[src/verilog/freq_meter_pkg.sv]
/*
 * shared widths, AXI4-Lite register map and response codes
 * measurement record type carried from timer to bus
 */
`default_nettype none

package freq_meter_pkg;

    // timestamp and totals
    localparam int tick_w = 32;        // ~21 s of wrap at 200 MHz
    localparam int ncyc_w = 16;        // periods per record

    // record buffer
    localparam int fifo_depth = 4;
    localparam int fifo_ptr_w = $clog2(fifo_depth);
    localparam int fifo_cnt_w = $clog2(fifo_depth + 1);   // holds 0..depth

    // bus widths
    localparam int axil_addr_w = 5;
    localparam int axil_data_w = 32;

    // register offsets
    localparam logic [axil_addr_w-1:0] reg_ctrl   = 5'h00;  // bit 0 enable
    localparam logic [axil_addr_w-1:0] reg_ncyc   = 5'h04;  // N, resets to 1
    localparam logic [axil_addr_w-1:0] reg_status = 5'h08;  // {overrun, empty}
    localparam logic [axil_addr_w-1:0] reg_high   = 5'h0C;  // head high_ticks
    localparam logic [axil_addr_w-1:0] reg_period = 5'h10;  // head period, pops

    localparam logic [1:0] axil_resp_okay   = 2'b00;
    localparam logic [1:0] axil_resp_slverr = 2'b10;

    // one finished measurement window of N periods
    typedef struct packed {
        logic [tick_w-1:0] period_ticks;  // closing minus opening timestamp
        logic [tick_w-1:0] high_ticks;    // cycles with wave high
    } meas_rec_t;

endpackage

`default_nettype wire

[src/verilog/meas_if.sv]
/*
 * valid/ready record channel
 * source drives valid and rec, sink drives ready
 */
`timescale 1ns/1ps
`default_nettype none

interface meas_if;

    logic                      valid;  // rec is meaningful
    logic                      ready;  // sink can take it this cycle
    freq_meter_pkg::meas_rec_t rec;    // held stable until accepted

    // producer side
    modport source (
        output valid,
        output rec,
        input  ready
    );

    // consumer side
    modport sink (
        input  valid,
        input  rec,
        output ready
    );

endinterface

`default_nettype wire

[src/verilog/edge_timer.sv]
/*
 * wave_in synchronizer and rising edge detect
 * free running timestamp, N period window, record output with overrun flag
 */
`timescale 1ns/1ps
`default_nettype none

module edge_timer (
    input  logic                              pll_clk,
    input  logic                              sys_rst_n,
    input  logic                              wave_in,      // async square wave
    input  logic                              enable,
    input  logic [freq_meter_pkg::ncyc_w-1:0] ncyc,         // periods per record
    input  logic                              overrun_clr,  // one cycle pulse
    output logic                              overrun,
    meas_if.source                            rec_out
);

    logic                              wave_s1;
    logic                              wave_s2;     // synchronized level
    logic                              wave_d;      // edge flop
    logic                              edge_stb;
    logic [freq_meter_pkg::tick_w-1:0] ts_cnt;
    logic [freq_meter_pkg::tick_w-1:0] start_ts;
    logic [freq_meter_pkg::tick_w-1:0] high_acc;
    logic [freq_meter_pkg::ncyc_w-1:0] edge_cnt;    // edges seen in window
    logic                              armed;       // start timestamp taken
    logic                              last_edge;
    logic                              close_win;
    logic                              drop;
    logic                              valid_q;
    freq_meter_pkg::meas_rec_t         rec_q;

    // two flop sync plus one for edge detect
    always_ff @(posedge pll_clk or negedge sys_rst_n) begin
        if (!sys_rst_n) begin
            wave_s1 <= 1'b0;
            wave_s2 <= 1'b0;
            wave_d  <= 1'b0;
        end else begin
            wave_s1 <= wave_in;
            wave_s2 <= wave_s1;
            wave_d  <= wave_s2;
        end
    end

    assign edge_stb = wave_s2 & ~wave_d;  // rising edge, 3 cycles after wave_in

    // free running timestamp, wraps
    always_ff @(posedge pll_clk or negedge sys_rst_n) begin
        if (!sys_rst_n) ts_cnt <= '0;
        else            ts_cnt <= ts_cnt + 1'b1;
    end

    // N of 0 behaves as 1
    assign last_edge = ({1'b0, edge_cnt} + 1'b1) >= {1'b0, ncyc};
    assign close_win = enable && armed && edge_stb && last_edge;
    assign drop      = close_win && valid_q && !rec_out.ready;  // old record still waiting

    // window control
    always_ff @(posedge pll_clk or negedge sys_rst_n) begin
        if (!sys_rst_n) begin
            armed    <= 1'b0;
            edge_cnt <= '0;
        end else if (!enable) begin  // abandon window
            armed    <= 1'b0;
            edge_cnt <= '0;
        end else if (edge_stb) begin
            armed    <= 1'b1;
            edge_cnt <= (armed && !last_edge) ? edge_cnt + 1'b1 : '0;
        end
    end

    // window start and high time, restarted on the closing edge too
    always_ff @(posedge pll_clk) begin
        if (edge_stb && (!armed || last_edge)) begin
            start_ts <= ts_cnt;
            high_acc <= freq_meter_pkg::tick_w'(1);  // strobe cycle is high
        end else if (wave_s2) begin
            high_acc <= high_acc + 1'b1;
        end
    end

    // record handshake and sticky overrun
    always_ff @(posedge pll_clk or negedge sys_rst_n) begin
        if (!sys_rst_n) begin
            valid_q <= 1'b0;
            overrun <= 1'b0;
        end else begin
            if (close_win && !drop) valid_q <= 1'b1;
            else if (rec_out.ready) valid_q <= 1'b0;  // accepted
            if (drop)             overrun <= 1'b1;    // set wins over clear
            else if (overrun_clr) overrun <= 1'b0;
        end
    end

    always_ff @(posedge pll_clk) begin
        if (close_win && !drop) begin
            rec_q.period_ticks <= ts_cnt - start_ts;  // modulo 2^32
            rec_q.high_ticks   <= high_acc;
        end
    end

    assign rec_out.valid = valid_q;
    assign rec_out.rec   = rec_q;

endmodule

`default_nettype wire

[src/verilog/meas_fifo.sv]
/*
 * synchronous circular FIFO for measurement records
 * payload type is a parameter, depth comes from the package
 */
`timescale 1ns/1ps
`default_nettype none

module meas_fifo #(
    parameter type payload_t = freq_meter_pkg::meas_rec_t
) (
    input  logic   pll_clk,
    input  logic   sys_rst_n,
    meas_if.sink   wr,        // from edge_timer
    meas_if.source rd,        // to register block
    output logic   empty
);

    payload_t                              mem [freq_meter_pkg::fifo_depth];
    logic     [freq_meter_pkg::fifo_ptr_w-1:0] wr_ptr;
    logic     [freq_meter_pkg::fifo_ptr_w-1:0] rd_ptr;
    logic     [freq_meter_pkg::fifo_cnt_w-1:0] count;   // occupancy
    logic                                      push;
    logic                                      pop;
    logic                                      full;

    assign full  = count == freq_meter_pkg::fifo_cnt_w'(freq_meter_pkg::fifo_depth);
    assign empty = count == '0;
    assign push  = wr.valid && wr.ready;
    assign pop   = rd.valid && rd.ready;

    assign wr.ready = !full;        // back-pressure
    assign rd.valid = !empty;
    assign rd.rec   = mem[rd_ptr];  // head entry

    // storage, no reset
    always_ff @(posedge pll_clk) begin
        if (push) mem[wr_ptr] <= wr.rec;
    end

    // pointers wrap at depth
    always_ff @(posedge pll_clk or negedge sys_rst_n) begin
        if (!sys_rst_n) begin
            wr_ptr <= '0;
            rd_ptr <= '0;
        end else begin
            if (push) begin
                wr_ptr <= (wr_ptr == freq_meter_pkg::fifo_ptr_w'(freq_meter_pkg::fifo_depth - 1))
                          ? '0 : wr_ptr + 1'b1;
            end
            if (pop) begin
                rd_ptr <= (rd_ptr == freq_meter_pkg::fifo_ptr_w'(freq_meter_pkg::fifo_depth - 1))
                          ? '0 : rd_ptr + 1'b1;
            end
        end
    end

    always_ff @(posedge pll_clk or negedge sys_rst_n) begin
        if (!sys_rst_n) begin
            count <= '0;
        end else begin
            case ({push, pop})
                2'b10:   count <= count + 1'b1;
                2'b01:   count <= count - 1'b1;
                default: count <= count;  // both or neither
            endcase
        end
    end

endmodule

`default_nettype wire

[src/verilog/axil_meas_regs.sv]
/*
 * AXI4-Lite slave for the frequency meter
 * control and N registers, status, head record read with pop on period
 */
`timescale 1ns/1ps
`default_nettype none

module axil_meas_regs (
    input  logic                                   pll_clk,
    input  logic                                   sys_rst_n,
    input  logic [freq_meter_pkg::axil_addr_w-1:0] awaddr,
    input  logic                                   awvalid,
    output logic                                   awready,
    input  logic [freq_meter_pkg::axil_data_w-1:0] wdata,
    input  logic [freq_meter_pkg::axil_data_w/8-1:0] wstrb,
    input  logic                                   wvalid,
    output logic                                   wready,
    output logic [1:0]                             bresp,
    output logic                                   bvalid,
    input  logic                                   bready,
    input  logic [freq_meter_pkg::axil_addr_w-1:0] araddr,
    input  logic                                   arvalid,
    output logic                                   arready,
    output logic [freq_meter_pkg::axil_data_w-1:0] rdata,
    output logic [1:0]                             rresp,
    output logic                                   rvalid,
    input  logic                                   rready,
    meas_if.sink                                   rec_in,      // FIFO head
    input  logic                                   fifo_empty,
    input  logic                                   overrun,
    output logic                                   enable,
    output logic [freq_meter_pkg::ncyc_w-1:0]      ncyc,
    output logic                                   overrun_clr
);

    logic                                   wr_hs;
    logic                                   rd_hs;
    logic [freq_meter_pkg::axil_data_w-1:0] rd_mux;
    logic [1:0]                             rd_resp;

    assign wr_hs = awvalid && awready && wvalid && wready;
    assign rd_hs = arvalid && arready;
    assign bresp = freq_meter_pkg::axil_resp_okay;  // writes always succeed

    // write channel, aw and w accepted together
    always_ff @(posedge pll_clk or negedge sys_rst_n) begin
        if (!sys_rst_n) begin
            awready     <= 1'b0;
            wready      <= 1'b0;
            bvalid      <= 1'b0;
            enable      <= 1'b0;
            ncyc        <= freq_meter_pkg::ncyc_w'(1);
            overrun_clr <= 1'b0;
        end else begin
            overrun_clr <= 1'b0;  // pulse
            if (wr_hs) begin
                awready <= 1'b0;
                wready  <= 1'b0;
                bvalid  <= 1'b1;
                case (awaddr)
                    freq_meter_pkg::reg_ctrl: begin
                        if (wstrb[0]) enable <= wdata[0];
                        overrun_clr <= 1'b1;  // any ctrl write
                    end
                    freq_meter_pkg::reg_ncyc: begin
                        for (int b = 0; b < freq_meter_pkg::ncyc_w / 8; b++) begin
                            if (wstrb[b]) ncyc[b*8 +: 8] <= wdata[b*8 +: 8];
                        end
                    end
                    default: ;  // read only or unmapped
                endcase
            end else if (awvalid && wvalid && !bvalid && !awready) begin
                awready <= 1'b1;
                wready  <= 1'b1;
            end
            if (bvalid && bready) bvalid <= 1'b0;
        end
    end

    // read mux
    always_comb begin
        rd_mux  = '0;
        rd_resp = freq_meter_pkg::axil_resp_okay;
        case (araddr)
            freq_meter_pkg::reg_ctrl:   rd_mux[0] = enable;
            freq_meter_pkg::reg_ncyc:   rd_mux[freq_meter_pkg::ncyc_w-1:0] = ncyc;
            freq_meter_pkg::reg_status: rd_mux[1:0] = {overrun, fifo_empty};
            freq_meter_pkg::reg_high: begin
                if (rec_in.valid) rd_mux = rec_in.rec.high_ticks;
            end
            freq_meter_pkg::reg_period: begin
                if (rec_in.valid) rd_mux  = rec_in.rec.period_ticks;
                else              rd_resp = freq_meter_pkg::axil_resp_slverr;  // nothing queued
            end
            default: rd_resp = freq_meter_pkg::axil_resp_slverr;
        endcase
    end

    // pop as the period word is latched
    assign rec_in.ready = rd_hs && (araddr == freq_meter_pkg::reg_period) && rec_in.valid;

    // read channel, arready tracks !rvalid
    always_ff @(posedge pll_clk or negedge sys_rst_n) begin
        if (!sys_rst_n) begin
            arready <= 1'b0;
            rvalid  <= 1'b0;
        end else if (rd_hs) begin
            arready <= 1'b0;
            rvalid  <= 1'b1;
        end else if (rvalid && rready) begin
            rvalid  <= 1'b0;
            arready <= 1'b1;
        end else if (!rvalid) begin
            arready <= 1'b1;
        end
    end

    always_ff @(posedge pll_clk) begin
        if (rd_hs) begin
            rdata <= rd_mux;
            rresp <= rd_resp;
        end
    end

endmodule

`default_nettype wire

[src/verilog/freq_meter_top.sv]
/*
 * frequency and duty meter top level
 * edge timer, record FIFO and AXI4-Lite registers on pll_clk
 */
`timescale 1ns/1ps
`default_nettype none

module freq_meter_top (
    input  logic                                     pll_clk,
    input  logic                                     sys_rst_n,
    input  logic                                     wave_in,        // async
    input  logic [freq_meter_pkg::axil_addr_w-1:0]   s_axil_awaddr,
    input  logic                                     s_axil_awvalid,
    output logic                                     s_axil_awready,
    input  logic [freq_meter_pkg::axil_data_w-1:0]   s_axil_wdata,
    input  logic [freq_meter_pkg::axil_data_w/8-1:0] s_axil_wstrb,
    input  logic                                     s_axil_wvalid,
    output logic                                     s_axil_wready,
    output logic [1:0]                               s_axil_bresp,
    output logic                                     s_axil_bvalid,
    input  logic                                     s_axil_bready,
    input  logic [freq_meter_pkg::axil_addr_w-1:0]   s_axil_araddr,
    input  logic                                     s_axil_arvalid,
    output logic                                     s_axil_arready,
    output logic [freq_meter_pkg::axil_data_w-1:0]   s_axil_rdata,
    output logic [1:0]                               s_axil_rresp,
    output logic                                     s_axil_rvalid,
    input  logic                                     s_axil_rready
);

    logic                              enable;
    logic [freq_meter_pkg::ncyc_w-1:0] ncyc;
    logic                              overrun_clr;
    logic                              overrun;
    logic                              fifo_empty;

    meas_if tmr_if ();  // timer to FIFO
    meas_if rd_if ();   // FIFO head to bus

    edge_timer u_edge_timer (
        .pll_clk     (pll_clk),
        .sys_rst_n   (sys_rst_n),
        .wave_in     (wave_in),
        .enable      (enable),
        .ncyc        (ncyc),
        .overrun_clr (overrun_clr),
        .overrun     (overrun),
        .rec_out     (tmr_if.source)
    );

    meas_fifo #(
        .payload_t (freq_meter_pkg::meas_rec_t)
    ) u_meas_fifo (
        .pll_clk   (pll_clk),
        .sys_rst_n (sys_rst_n),
        .wr        (tmr_if.sink),
        .rd        (rd_if.source),
        .empty     (fifo_empty)
    );

    axil_meas_regs u_axil_meas_regs (
        .pll_clk     (pll_clk),
        .sys_rst_n   (sys_rst_n),
        .awaddr      (s_axil_awaddr),
        .awvalid     (s_axil_awvalid),
        .awready     (s_axil_awready),
        .wdata       (s_axil_wdata),
        .wstrb       (s_axil_wstrb),
        .wvalid      (s_axil_wvalid),
        .wready      (s_axil_wready),
        .bresp       (s_axil_bresp),
        .bvalid      (s_axil_bvalid),
        .bready      (s_axil_bready),
        .araddr      (s_axil_araddr),
        .arvalid     (s_axil_arvalid),
        .arready     (s_axil_arready),
        .rdata       (s_axil_rdata),
        .rresp       (s_axil_rresp),
        .rvalid      (s_axil_rvalid),
        .rready      (s_axil_rready),
        .rec_in      (rd_if.sink),
        .fifo_empty  (fifo_empty),
        .overrun     (overrun),
        .enable      (enable),
        .ncyc        (ncyc),
        .overrun_clr (overrun_clr)
    );

endmodule

`default_nettype wire

[config.mk]
export PLATFORM = sky130hd
export DESIGN_NAME = freq_meter_top
export DESIGN_NICKNAME = d
export VERILOG_FILES = /design/src/verilog/freq_meter_pkg.sv /design/src/verilog/meas_if.sv /design/src/verilog/edge_timer.sv /design/src/verilog/meas_fifo.sv /design/src/verilog/axil_meas_regs.sv /design/src/verilog/freq_meter_top.sv
export SDC_FILE = /design/constraint.sdc
export NUM_CORES = 1
export LEC_CHECK = 0
export ABC_AREA = 1
export ABC_CLOCK_PERIOD_IN_PS = 11000
export BUFFER_PORTS_ARGS = -buffer_cell sky130_fd_sc_hd__clkbuf_2
export CORE_MARGIN = 2
export CORE_UTILIZATION = 40
export CTS_CLUSTER_DIAMETER = 100
export CTS_CLUSTER_SIZE = 10
export DETAILED_ROUTE_END_ITERATION = 8
export GPL_ROUTABILITY_DRIVEN = 0
export MAX_ROUTING_LAYER = met4
export SYNTH_ARGS = -nofsm -noshare
export SYNTH_HDL_FRONTEND = slang
export SYNTH_HIERARCHICAL = 1
export SYNTH_SLANG_ARGS = --single-unit
[constraint.sdc]
create_clock -name pll_clk -period 11 [get_ports pll_clk]
set_input_delay 1.1 -clock pll_clk [delete_from_list [all_inputs] [get_ports pll_clk]]
set_output_delay 1.1 -clock pll_clk [all_outputs]
set_load 0.01 [all_outputs]
## After elaboration in Yosys (flattened, before gate mapping)

Memories as Yosys holds them, arrays and structs flattened.
Index checks and enable logic that the tools add are counted.

- Memories: 1
- Input bits: 54
- Bits in writable memories: 256
- Output and inout port bits: 41
- Bits in registers: 245

Memory list:

| name | depth | bits a word | rd ports | clocked after Yosys merged registers in | write ports | RTL line | text |
|---|---|---|---|---|---|---|---|
| u_meas_fifo.mem | 4 | 64 | 1 | 0 | 1 | meas_fifo.sv:18 | `payload_t mem [freq_meter_pkg::fifo_depth];` |

- Order comparisons: 1
- Reductions and logical operators: 41
- Bitwise logic cells: 2
- Equality and inequality tests: 13
- Add/sub/neg operators: 9
- Muxes and demuxes: 33

Operators with widths:

| cell | count |
|---|---|
| adder 32 x 1 -> 32 bit (second input constant) | 2 |
| 2-to-1 mux 32 bit | 2 |
| 2-to-1 mux 16 bit | 3 |
| case mux 14 bit (3 select lines) | 1 |
| case mux 16 bit (2 select lines) | 1 |
| subtractor 32 bit | 1 |
| logical AND 1 bit | 21 |
| 2-to-1 mux 1 bit | 19 |
| adder 16 x 1 -> 17 bit (second input constant) | 1 |
| greater-or-equal comparator 17 x 16 -> 1 bit | 1 |
| adder 16 x 1 -> 16 bit (second input constant) | 1 |
| equality test 5 x 3 -> 1 bit (second input constant) | 2 |
| equality test 5 x 4 -> 1 bit (second input constant) | 2 |
| logical NOT 5 bit | 2 |
| nonzero test 2 bit | 5 |
| AND reduction 3 bit | 3 |
| logical NOT 1 bit | 7 |
| equality test 2 bit (second input constant) | 3 |
| 2-to-1 mux 2 bit | 3 |
| case mux 3 bit (2 select lines) | 1 |
| equality test 5 bit (second input constant) | 1 |
| case mux 1 bit (5 select lines) | 1 |
| adder 2 x 1 -> 2 bit (second input constant) | 2 |
| != test 2 bit (second input constant) | 2 |
| 12 further kinds | 12 |

## Depth between registers and ports, before layout

Gate-level depths: netlist of run 1.

- Word-level depth: 9
- Depth in mapped cells: 17
- Gate-level depth less buffers: 17

## By module

The synthesis of run 1 kept the hierarchy.

Modules (own cells, without submodules):

| module | area each (µm²) | times used | cells each |
|---|---|---|---|
| meas_fifo | 10689.0 | 1 | 806 |
| edge_timer | 10054.6 | 1 | 1171 |
| axil_meas_regs | 2825.2 | 1 | 300 |

## Least setup slack after synthesis of run 1

No wires, ideal clock.

- Path kind: register -> register
- Start point: register u_edge_timer/edge_cnt[0] (netlist bit)
- End point: register u_edge_timer.rec_q (netlist bit u_edge_timer/rec_out.rec[0]), enable pin
- Arrival time: 5.110 ns
- Clock period less this slack: 5.596 ns
- Stages on the path, launching flop included: 16
- Slack: 5.404 ns
- Path buffers: 0
- Required time: 10.514 ns
- Setup time: 0.486 ns
- Cell sequence: dfrtp_1 -> ha_1 -> nand2_1 -> nor2_2 -> nand2_2 -> nor3_1 -> nand2_1 -> xor2_1 -> inv_1 -> ha_1 -> nand2_1 -> nor3_1 -> nand3_4 -> nand3_1 -> nand2_1 -> nor2_1

- Cells in the longest elaborated chain, start to end: 7

RTL lines:

| element | RTL line | text |
|---|---|---|
| from (decl) | edge_timer.sv:26 | `logic [freq_meter_pkg::ncyc_w-1:0] edge_cnt;` |
| from (signal assigned) | edge_timer.sv:70 | `edge_cnt <= (armed && !last_edge) ? edge_cnt + 1'b1 : '0;` |
| adder 16 x 1 -> 17 bit (*) | edge_timer.sv:56 | `assign last_edge = ({1'b0, edge_cnt} + 1'b1) >= {1'b0, ncyc};` |
| greater-or-equal comparator 17 x 16 -> 1 bit (*) | edge_timer.sv:56 |  |
| logical AND 1 bit (*) | edge_timer.sv:57 | `assign close_win = enable && armed && edge_stb && last_edge;` |
| logical AND 1 bit (2 in a row) | edge_timer.sv:58 | `assign drop = close_win && valid_q && !rec_out.ready;` |
| logical NOT 1 bit | edge_timer.sv:98 | `if (close_win && !drop) begin` |
| logical AND 1 bit (*) | edge_timer.sv:98 |  |
| to (decl) | edge_timer.sv:32 | `freq_meter_pkg::meas_rec_t rec_q;` |

Mark *: on every way between the ends. The rest lies on a longest branch, timed or not.
A chain may end at the register's enable or synchronous reset.

## Worst setup path in the final report of run 1

- Start point: register u_edge_timer/edge_cnt[0] (netlist bit)
- End point: register u_edge_timer/start_ts[0] (netlist bit), enable pin

- Cells in the longest elaborated chain, start to end: 4

RTL lines:

| element | RTL line | text |
|---|---|---|
| adder 16 x 1 -> 17 bit | edge_timer.sv:56 |  |
| greater-or-equal comparator 17 x 16 -> 1 bit | edge_timer.sv:56 |  |
| logical OR 1 bit | edge_timer.sv:76 | `if (edge_stb && (!armed \|\| last_edge)) begin` |
| logical AND 1 bit | edge_timer.sv:76 |  |
| to (signal assigned) | edge_timer.sv:77 | `start_ts <= ts_cnt;` |
| to (decl) | edge_timer.sv:24 | `logic [freq_meter_pkg::tick_w-1:0] start_ts;` |

Every way passes these cells.

==> results of run 1 <==
## critical path: stages, from the launching register on
cell and delay (ps):
dfrtp_1 430, ha_1 220, nand2_1 80, nor2_2 160
nand2_2 140, nor3_1 280, nand2_1 120, xor2_1 230
inv_1 70, ha_1 310, nand2_1 90, nor3_1 360
nand3_4 160, nand4_4 400, nand2_1 250, inv_1 950
## per-layer routing
metal | vias up | routed length (um)
li1 | 7770 | -
met3 | 74 | 2470
met1 | 7489 | 24100
met2 | 367 | 23600
met5 | - | 0
met4 | 0 | 939
## cells by family after synthesis
kind of cell               Yosys count  share of synthesized area (%)
AOI/OAI and AO/OA                  268                           7.68
xor gates and xnor gates            79                           2.94
adders and majority gates           58                           3.14
buffers and inverters              389                           7.58
DFF                                500                           60.6
muxes                                2                         0.0849
other                                1                         0.0159
and+or+nand+nor                    980                           18.0
## power groups by stage
stage,clock network [mW],logic (mW),registers [mW]
6_report,1.68,0.514,2.13
5_1_grt,1.80,0.576,2.13
4_1_cts,1.73,0.521,2.12
3_5_place_dp,0,0.519,2.16
3_3_place_gp,0,0.505,2.16
2_1_floorplan,0,0.456,2.14
## stage by stage
step / cells / power, mW / utilization [%]
2_1_floorplan: 2279 / 2.59 / -
3_3_place_gp: 3064 / 2.67 / 42.2
3_5_place_dp: 3064 / 2.68 / 42.2
4_1_cts: 3170 / 4.38 / 45.0
5_1_grt: 3170 / 4.51 / 45.0
6_report: 3170 / 4.32 / 45.0
## synthesized netlist by cell type (4+ instances only)
cell type  number  share of area [%]
o21bai_1        8               0.25
a21oi_2        14               0.52
clkbuf_1        6              0.096
nor3_1         25               0.53
nand4_1        26               0.69
buf_2          17               0.36
xor2_1         58                2.2
dfxtp_1        32                2.7
a21o_1          5               0.16
nor2_1        147                2.3
edfxtp_1      385                 49
a21oi_1        66                1.4
xnor2_1        21               0.78
nand3_1       113                2.4
o211ai_1      127                4.0
nor2_2         12               0.32
ha_1           56                3.0
nand3_2        14               0.59
buf_4          10               0.32
nand2_2        13               0.35
o21ai_0        28               0.59
dfrtp_1        82                8.7
nor4_1          4               0.11
nand2_1       605                9.6
inv_1         315                5.0
o21ai_2         9               0.33
buf_6          34                1.6
inv_2           5              0.080
## flip-flops by register name, indices dropped and copies added (netlist names)
register,flops
u_edge_timer/rec_out.rec,64
u_edge_timer/rec_out.valid,1
u_meas_fifo/rd_ptr,2
u_edge_timer/overrun,1
u_axil_meas_regs/arready,1
u_edge_timer/wave_s2,1
u_axil_meas_regs/rvalid,1
u_axil_meas_regs/rresp,1
u_axil_meas_regs/rdata,32
u_edge_timer/start_ts,32
u_axil_meas_regs/wready,1
u_edge_timer/wave_s1,1
u_meas_fifo/mem,256
u_meas_fifo/wr_ptr,2
u_axil_meas_regs/bvalid,1
u_axil_meas_regs/overrun_clr,1
u_axil_meas_regs/ncyc,16
u_edge_timer/high_acc,32
u_axil_meas_regs/enable,1
u_edge_timer/ts_cnt,32
u_edge_timer/edge_cnt,16
u_edge_timer/wave_d,1
u_edge_timer/armed,1
u_meas_fifo/count,3
## worst min-delay path by stage
stage	endpoint	depth (start not counted)	slack [ps]	from
after floorplan	u_edge_timer/wave_s2	0	330	u_edge_timer/wave_s1
after global placement	u_edge_timer/wave_s2	0	340	u_edge_timer/wave_s1
after detailed placement	u_edge_timer/wave_s2	0	340	u_edge_timer/wave_s1
after CTS	u_edge_timer/wave_s2	0	350	u_edge_timer/wave_s1
after global routing	u_edge_timer/wave_s2	0	360	u_edge_timer/wave_s1
final	u_edge_timer/wave_s2	0	350	u_edge_timer/wave_s1
## placed cells by master (no fill, tap or decap), drive strengths merged, types with 2 or more instances in the layout
master and count:
nand2 619, edfxtp 385, inv 322, clkbuf 174
nor2 163, nand3 129, o211ai 128, dfrtp 82
a21oi 81, xor2 58, ha 56, o21ai 40
dfxtp 32, nand4 28, nor3 28, xnor2 21
buf 17, o21bai 8, a21o 5, nor4 4
o21a 3, conb 3, nand3b 3, or2 3
mux2i 2, fa 2
## cell type report
cell class / instances / area [um2]
fillers: 5319 / 31900
flip-flops and latches: 500 / 14300
multi-input cells: 1390 / 7550
clock buffers: 102 / 1600
inverters: 320 / 1200
well taps: 765 / 957
repair buffers: 89 / 488
clock inverters: 4 / 31.3
==> out/metrics.csv, run 1 <==
stage,metric,value,unit
floorplanning,core_area,58000,um2
floorplanning,dieWidth,247,um
clocking,path_clk_slew,60,ps
critical_path,rrSetupSlack,6300,ps
critical_path,worstReg2RegEnd,u_edge_timer/start_ts[0],
yosys,ys_warn_count,6,
global_routing,track_usage,17.6,%
floorplanning,die_area,60900,um2
timing,layout_setup_ws,6300,ps
critical_path,crit_type,reg2reg,
power_and_ir_drop,switching_share,26.1,%
layout,final_cell_area,26100,um2
critical_path,worstPathRequired,11190,ps
layout,fin_nets,2469,
floorplanning,ioPinCount,95,
critical_path,rr_startpoint,u_edge_timer/edge_cnt[0],
timing,hold_viol_final,0,
timing,setup_tns,0,ps
power_and_ir_drop,clockPowerShare,38.9,%
timing,rsz0062_at_grt,false,
global_routing,use_met2,28.0,%
yosys,synth_cell_types,55,
drt,avgViaCountPerCell,4.95,
layout,layout-drive-gt1-share,10.1,%
critical_path,ff2ff_path_depth,15,
power_and_ir_drop,p_int,3.19,mW
critical_path,cp-end-kind,register,
yosys,syn_inst,2277,
clocking,clk_latency,600,ps
critical_path,endpoint,u_edge_timer/start_ts[0],
worst_hold_path,hp-class,reg2reg,
global_routing,grt_use_met3,2.27,%
floorplanning,die_y,247,um
clocking,cts_tree,done,
status,status,"complete, no violations",
critical_path,start_kind,register,
timing,finalCriticalPeriod,4700,ps
placement,port_buffers,73,
global_routing,use_met1,23.7,%
timing,finalClockSkew,27.7,ps
global_routing,top_usage_layer,met2,
clocking,numCtsBuffers,56,
drt,first_pass_iters,5,
power_and_ir_drop,p_seq_share,49.2,%
clocking,clk_path_buf_depth,3,
power_and_ir_drop,power.density,165,nW/um2
power_and_ir_drop,combPwrFrac,11.9,%
yosys,syn_avg_cell_area,10.4,um2
clocking,cts_setup_buffers,0,
global_routing,antenna_found_initial,0,
yosys,syn_area,23600,um2
timing,min_period_over_period,42.7,%
clocking,cts_hold_buf,0,
placement,dp_slack,6240,ps
placement,hpwl,33100,um
global_routing,grt_pass1_vias,15000,
placement,dpl_cell_area,24500,um2
power_and_ir_drop,peakVddDrop,123,uV
yosys,synth_ff_type,edfxtp_1,
timing,setup_viol,0,
yosys,synth-seq-cells,500,
drt,drt_iter0_markers,1121,
drt,drc,0,
critical_path,crit_path_max_fanout,32,
layout,diodes,0,
yosys,synth-edff-count,385,
floorplanning,rows,88,
critical_path,cp_data_arrival_time,4890,ps
yosys,ys_seq_area_share,60.6,%
global_routing,grt_max_degree,116,
clocking,cts_resized,0,
clocking,root_buffer,clkbuf_16,
clocking,htreeDepth,2,
drt,wl_per_cell,16.1,um
timing,max_slew_margin,17.7,%
yosys,async_flop_share,16.6,%
layout,area_delta_synth_final,10.8,%
power_and_ir_drop,power.switching,1.13,mW
power_and_ir_drop,p_leak,10.5,nW
floorplanning,start_util,40.6,%
timing,fmax,213,MHz
run,maxCapViolCount,0,
global_routing,grt_first_pass_wirelength,81500,um
drt,vias,15700,
critical_path,critPathLaunch,u_edge_timer/edge_cnt[0],
timing,worstMarginPinSlew,1230,ps
timing,maxSlewViolCount,0,
timing,holdWs,347,ps
drt,ant_nets,0,
clocking,cts.sinks,500,
drt,routed_wl,51100,um
global_routing,grt_overflow,0,
(Power assumes the default switching activity.)
==> inputs of run 2 (changes only) <==
--- a/config.mk
+++ b/config.mk
@@ -6,7 +6,7 @@
 export NUM_CORES = 1
 export LEC_CHECK = 0
 export ABC_AREA = 1
-export ABC_CLOCK_PERIOD_IN_PS = 11000
+export ABC_CLOCK_PERIOD_IN_PS = 4090
 export BUFFER_PORTS_ARGS = -buffer_cell sky130_fd_sc_hd__clkbuf_2
 export CORE_MARGIN = 2
 export CORE_UTILIZATION = 40
==> constraint.sdc (replaced) <==
create_clock -name pll_clk -period 4.09 [get_ports pll_clk]
set_input_delay 0.409 -clock pll_clk [delete_from_list [all_inputs] [get_ports pll_clk]]
set_output_delay 0.409 -clock pll_clk [all_outputs]
set_load 0.01 [all_outputs]
==> out/metrics.csv, run 2 (synthesis results as in run 1) <==
stage,metric,value,unit,change
status,status,"complete, no violations",,
clocking,clk_path_buf_depth,3,,unchanged
critical_path,crit_path_max_fanout,21,,-34%
layout,n_fill_cell,5333,,+0.26%
layout,layout-drive-gt1-share,10.4,%,+0.24 points
drt,vias,15600,,-0.46%
critical_path,ff2ff_path_depth,16,,+1
clocking,clk_latency,610,ps,about the same
critical_path,worstPathRequired,4380,ps,-6810 ps
floorplanning,die_y,247,um,unchanged
clocking,htreeDepth,2,,unchanged
timing,holdWs,39.9,ps,-307 ps
timing,maxSlewViolCount,0,,unchanged
power_and_ir_drop,p_leak,10.6,nW,+0.79%
drt,ant_nets,0,,unchanged
clocking,cts.sinks,500,,unchanged
placement,hpwl,34600,um,+4.3%
timing,finalCriticalPeriod,3790,ps,-906 ps
timing,hold_viol_final,0,,unchanged
drt,first_pass_iters,5,,unchanged
placement,port_buffers,73,,unchanged
timing,worstMarginPinSlew,1050,ps,-188 ps
floorplanning,die_area,60900,um2,unchanged
critical_path,path_common_cell,nand2_1,,
worst_hold_path,hold_depth,3,,+3
clocking,path_clk_slew,60,ps,about the same
clocking,cts_tree,done,,
timing,setup_tns,0,ps,unchanged
timing,setup_viol,0,,unchanged
critical_path,crit_chain,"ha_1, nand2_1, nor2_2, nand2_2, nor3_1, nand2_1, xor2_1, inv_1, ha_1, nand2_1, nor3_1, nand3_4, nand3_1, nand2_1, nor2_4, buf_12",,
drt,routed_wl,51300,um,+0.28%
clocking,cts_setup_buffers,0,,unchanged
layout,area_delta_synth_final,11.6,%,
timing,fmax,264,MHz,+24%
critical_path,slowest_delay,440,ps,-510 ps
layout,final_common_cell,nand2_1,,
layout,mostFrequentLayoutCells,"nand2_1 (605), edfxtp_1 (385), inv_1 (315)",,
layout,largest_register,u_meas_fifo/mem,,
global_routing,grt_max_degree,81,,-30%
floorplanning,start_util,40.6,%,unchanged
clocking,numCtsBuffers,56,,unchanged
clocking,root_buffer,clkbuf_16,,
floorplanning,dieWidth,247,um,unchanged
power_and_ir_drop,peakVddDrop,295,uV,+140%
timing,rsz0062_at_grt,false,,
critical_path,start_kind,register,,
floorplanning,ioPinCount,95,,unchanged
drt,avgViaCountPerCell,4.91,,-0.80%
timing,max_slew_margin,30.1,%,+12 points
timing,finalClockSkew,25.3,ps,-2.42 ps
global_routing,grt_first_pass_wirelength,80600,um,-1.1%
global_routing,antenna_found_initial,0,,unchanged
critical_path,cp_data_arrival_time,4090,ps,-800 ps
drt,drc,0,,unchanged
global_routing,track_usage,17.6,%,-0.040 points
floorplanning,rows,88,,unchanged
layout,largest_reg_flops,256,,unchanged
global_routing,grt_overflow,0,,unchanged
global_routing,grt_pass1_vias,14700,,-2.3%
power_and_ir_drop,power.density,443,nW/um2,+170%
drt,wl_per_cell,16.1,um,about the same
layout,diodes,0,,unchanged
worst_hold_path,hp-class,in2reg,,
critical_path,cp-end-kind,register,,
drt,drt_iter0_markers,1113,,-0.71%
layout,fin_nets,2480,,+0.45%
floorplanning,core_area,58000,um2,unchanged
power_and_ir_drop,power,11.7,mW,+170%
critical_path,crit_slowest_cell,dfrtp_1,,
critical_path,crit_type,reg2reg,,
run,maxCapViolCount,0,,unchanged
timing,min_period_over_period,92.8,%,+50 points
## run 2: power breakdown
| group | switching, mW | total, mW | internal, mW |
|---|---|---|---|
| logic | 0.994 | 1.43 | 0.441 |
| registers | 0.127 | 5.69 | 5.57 |
| clock network | 1.91 | 4.53 | 2.62 |
## run 2: path summary, 6_finish.rpt
check | endpoint | slack [ps] | start
worst min register to register | u_edge_timer/wave_s2 | 350 | u_edge_timer/wave_s1
max in group asynchronous | u_edge_timer/ts_cnt[28] | 2670 | sys_rst_n
worst max register to register | u_edge_timer/rec_out.rec[54] | 300 | u_edge_timer/edge_cnt[0]
worst max-delay path | u_edge_timer/rec_out.rec[54] | 300 | u_edge_timer/edge_cnt[0]
worst min-delay path | u_axil_meas_regs/ncyc[8] | 40 | s_axil_wdata[8]
min in group asynchronous | u_axil_meas_regs/wready | 410 | sys_rst_n
## run 2: layout make-up
cell class | count | area, um2 | share of cell area (%)
flip-flops and latches | 500 | 14300 | 54.3
repair buffers | 100 | 681 | 2.59
multi-input cells | 1390 | 7550 | 28.7
clock inverters | 3 | 26.3 | 0.0999
inverters | 320 | 1200 | 4.57
clock buffers | 103 | 1610 | 6.12
well taps | 765 | 957 | 3.64
## run 2: worst max-delay path: cells and delay by family (launching register included)
family	cells	cell delay [ps]
flops	1	440
xor+xnor	1	240
buf+inv	2	310
fa+ha+maj	2	520
simple gates	11	1970
## run 2: timing repair
item,4_1_cts,5_1_grt
resized for setup,0,0
hold endpoints to repair,50,0
hold buffers,4,0
## run 2: stage by stage
step           setup WS, ps  std cells  utilization [%]  cell area [um2]
4_1_cts                 287       3181             45.3            26300
2_1_floorplan           201       2279                -            23600
3_5_place_dp            346       3071             42.5            24600
6_report                295       3181             45.3            26300
3_3_place_gp            350       3071             42.5            24600
5_1_grt                4.52       3181             45.3            26300
## run 2: layer usage
metal | track usage (%) | wire length, um | vias to the layer above
li1 | - | - | 7794
met1 | 24.3 | 24800 | 7432
met2 | 27.0 | 23100 | 322
met3 | 2.36 | 2240 | 80
met4 | 5.28 | 1170 | 0
met5 | - | 0 | -
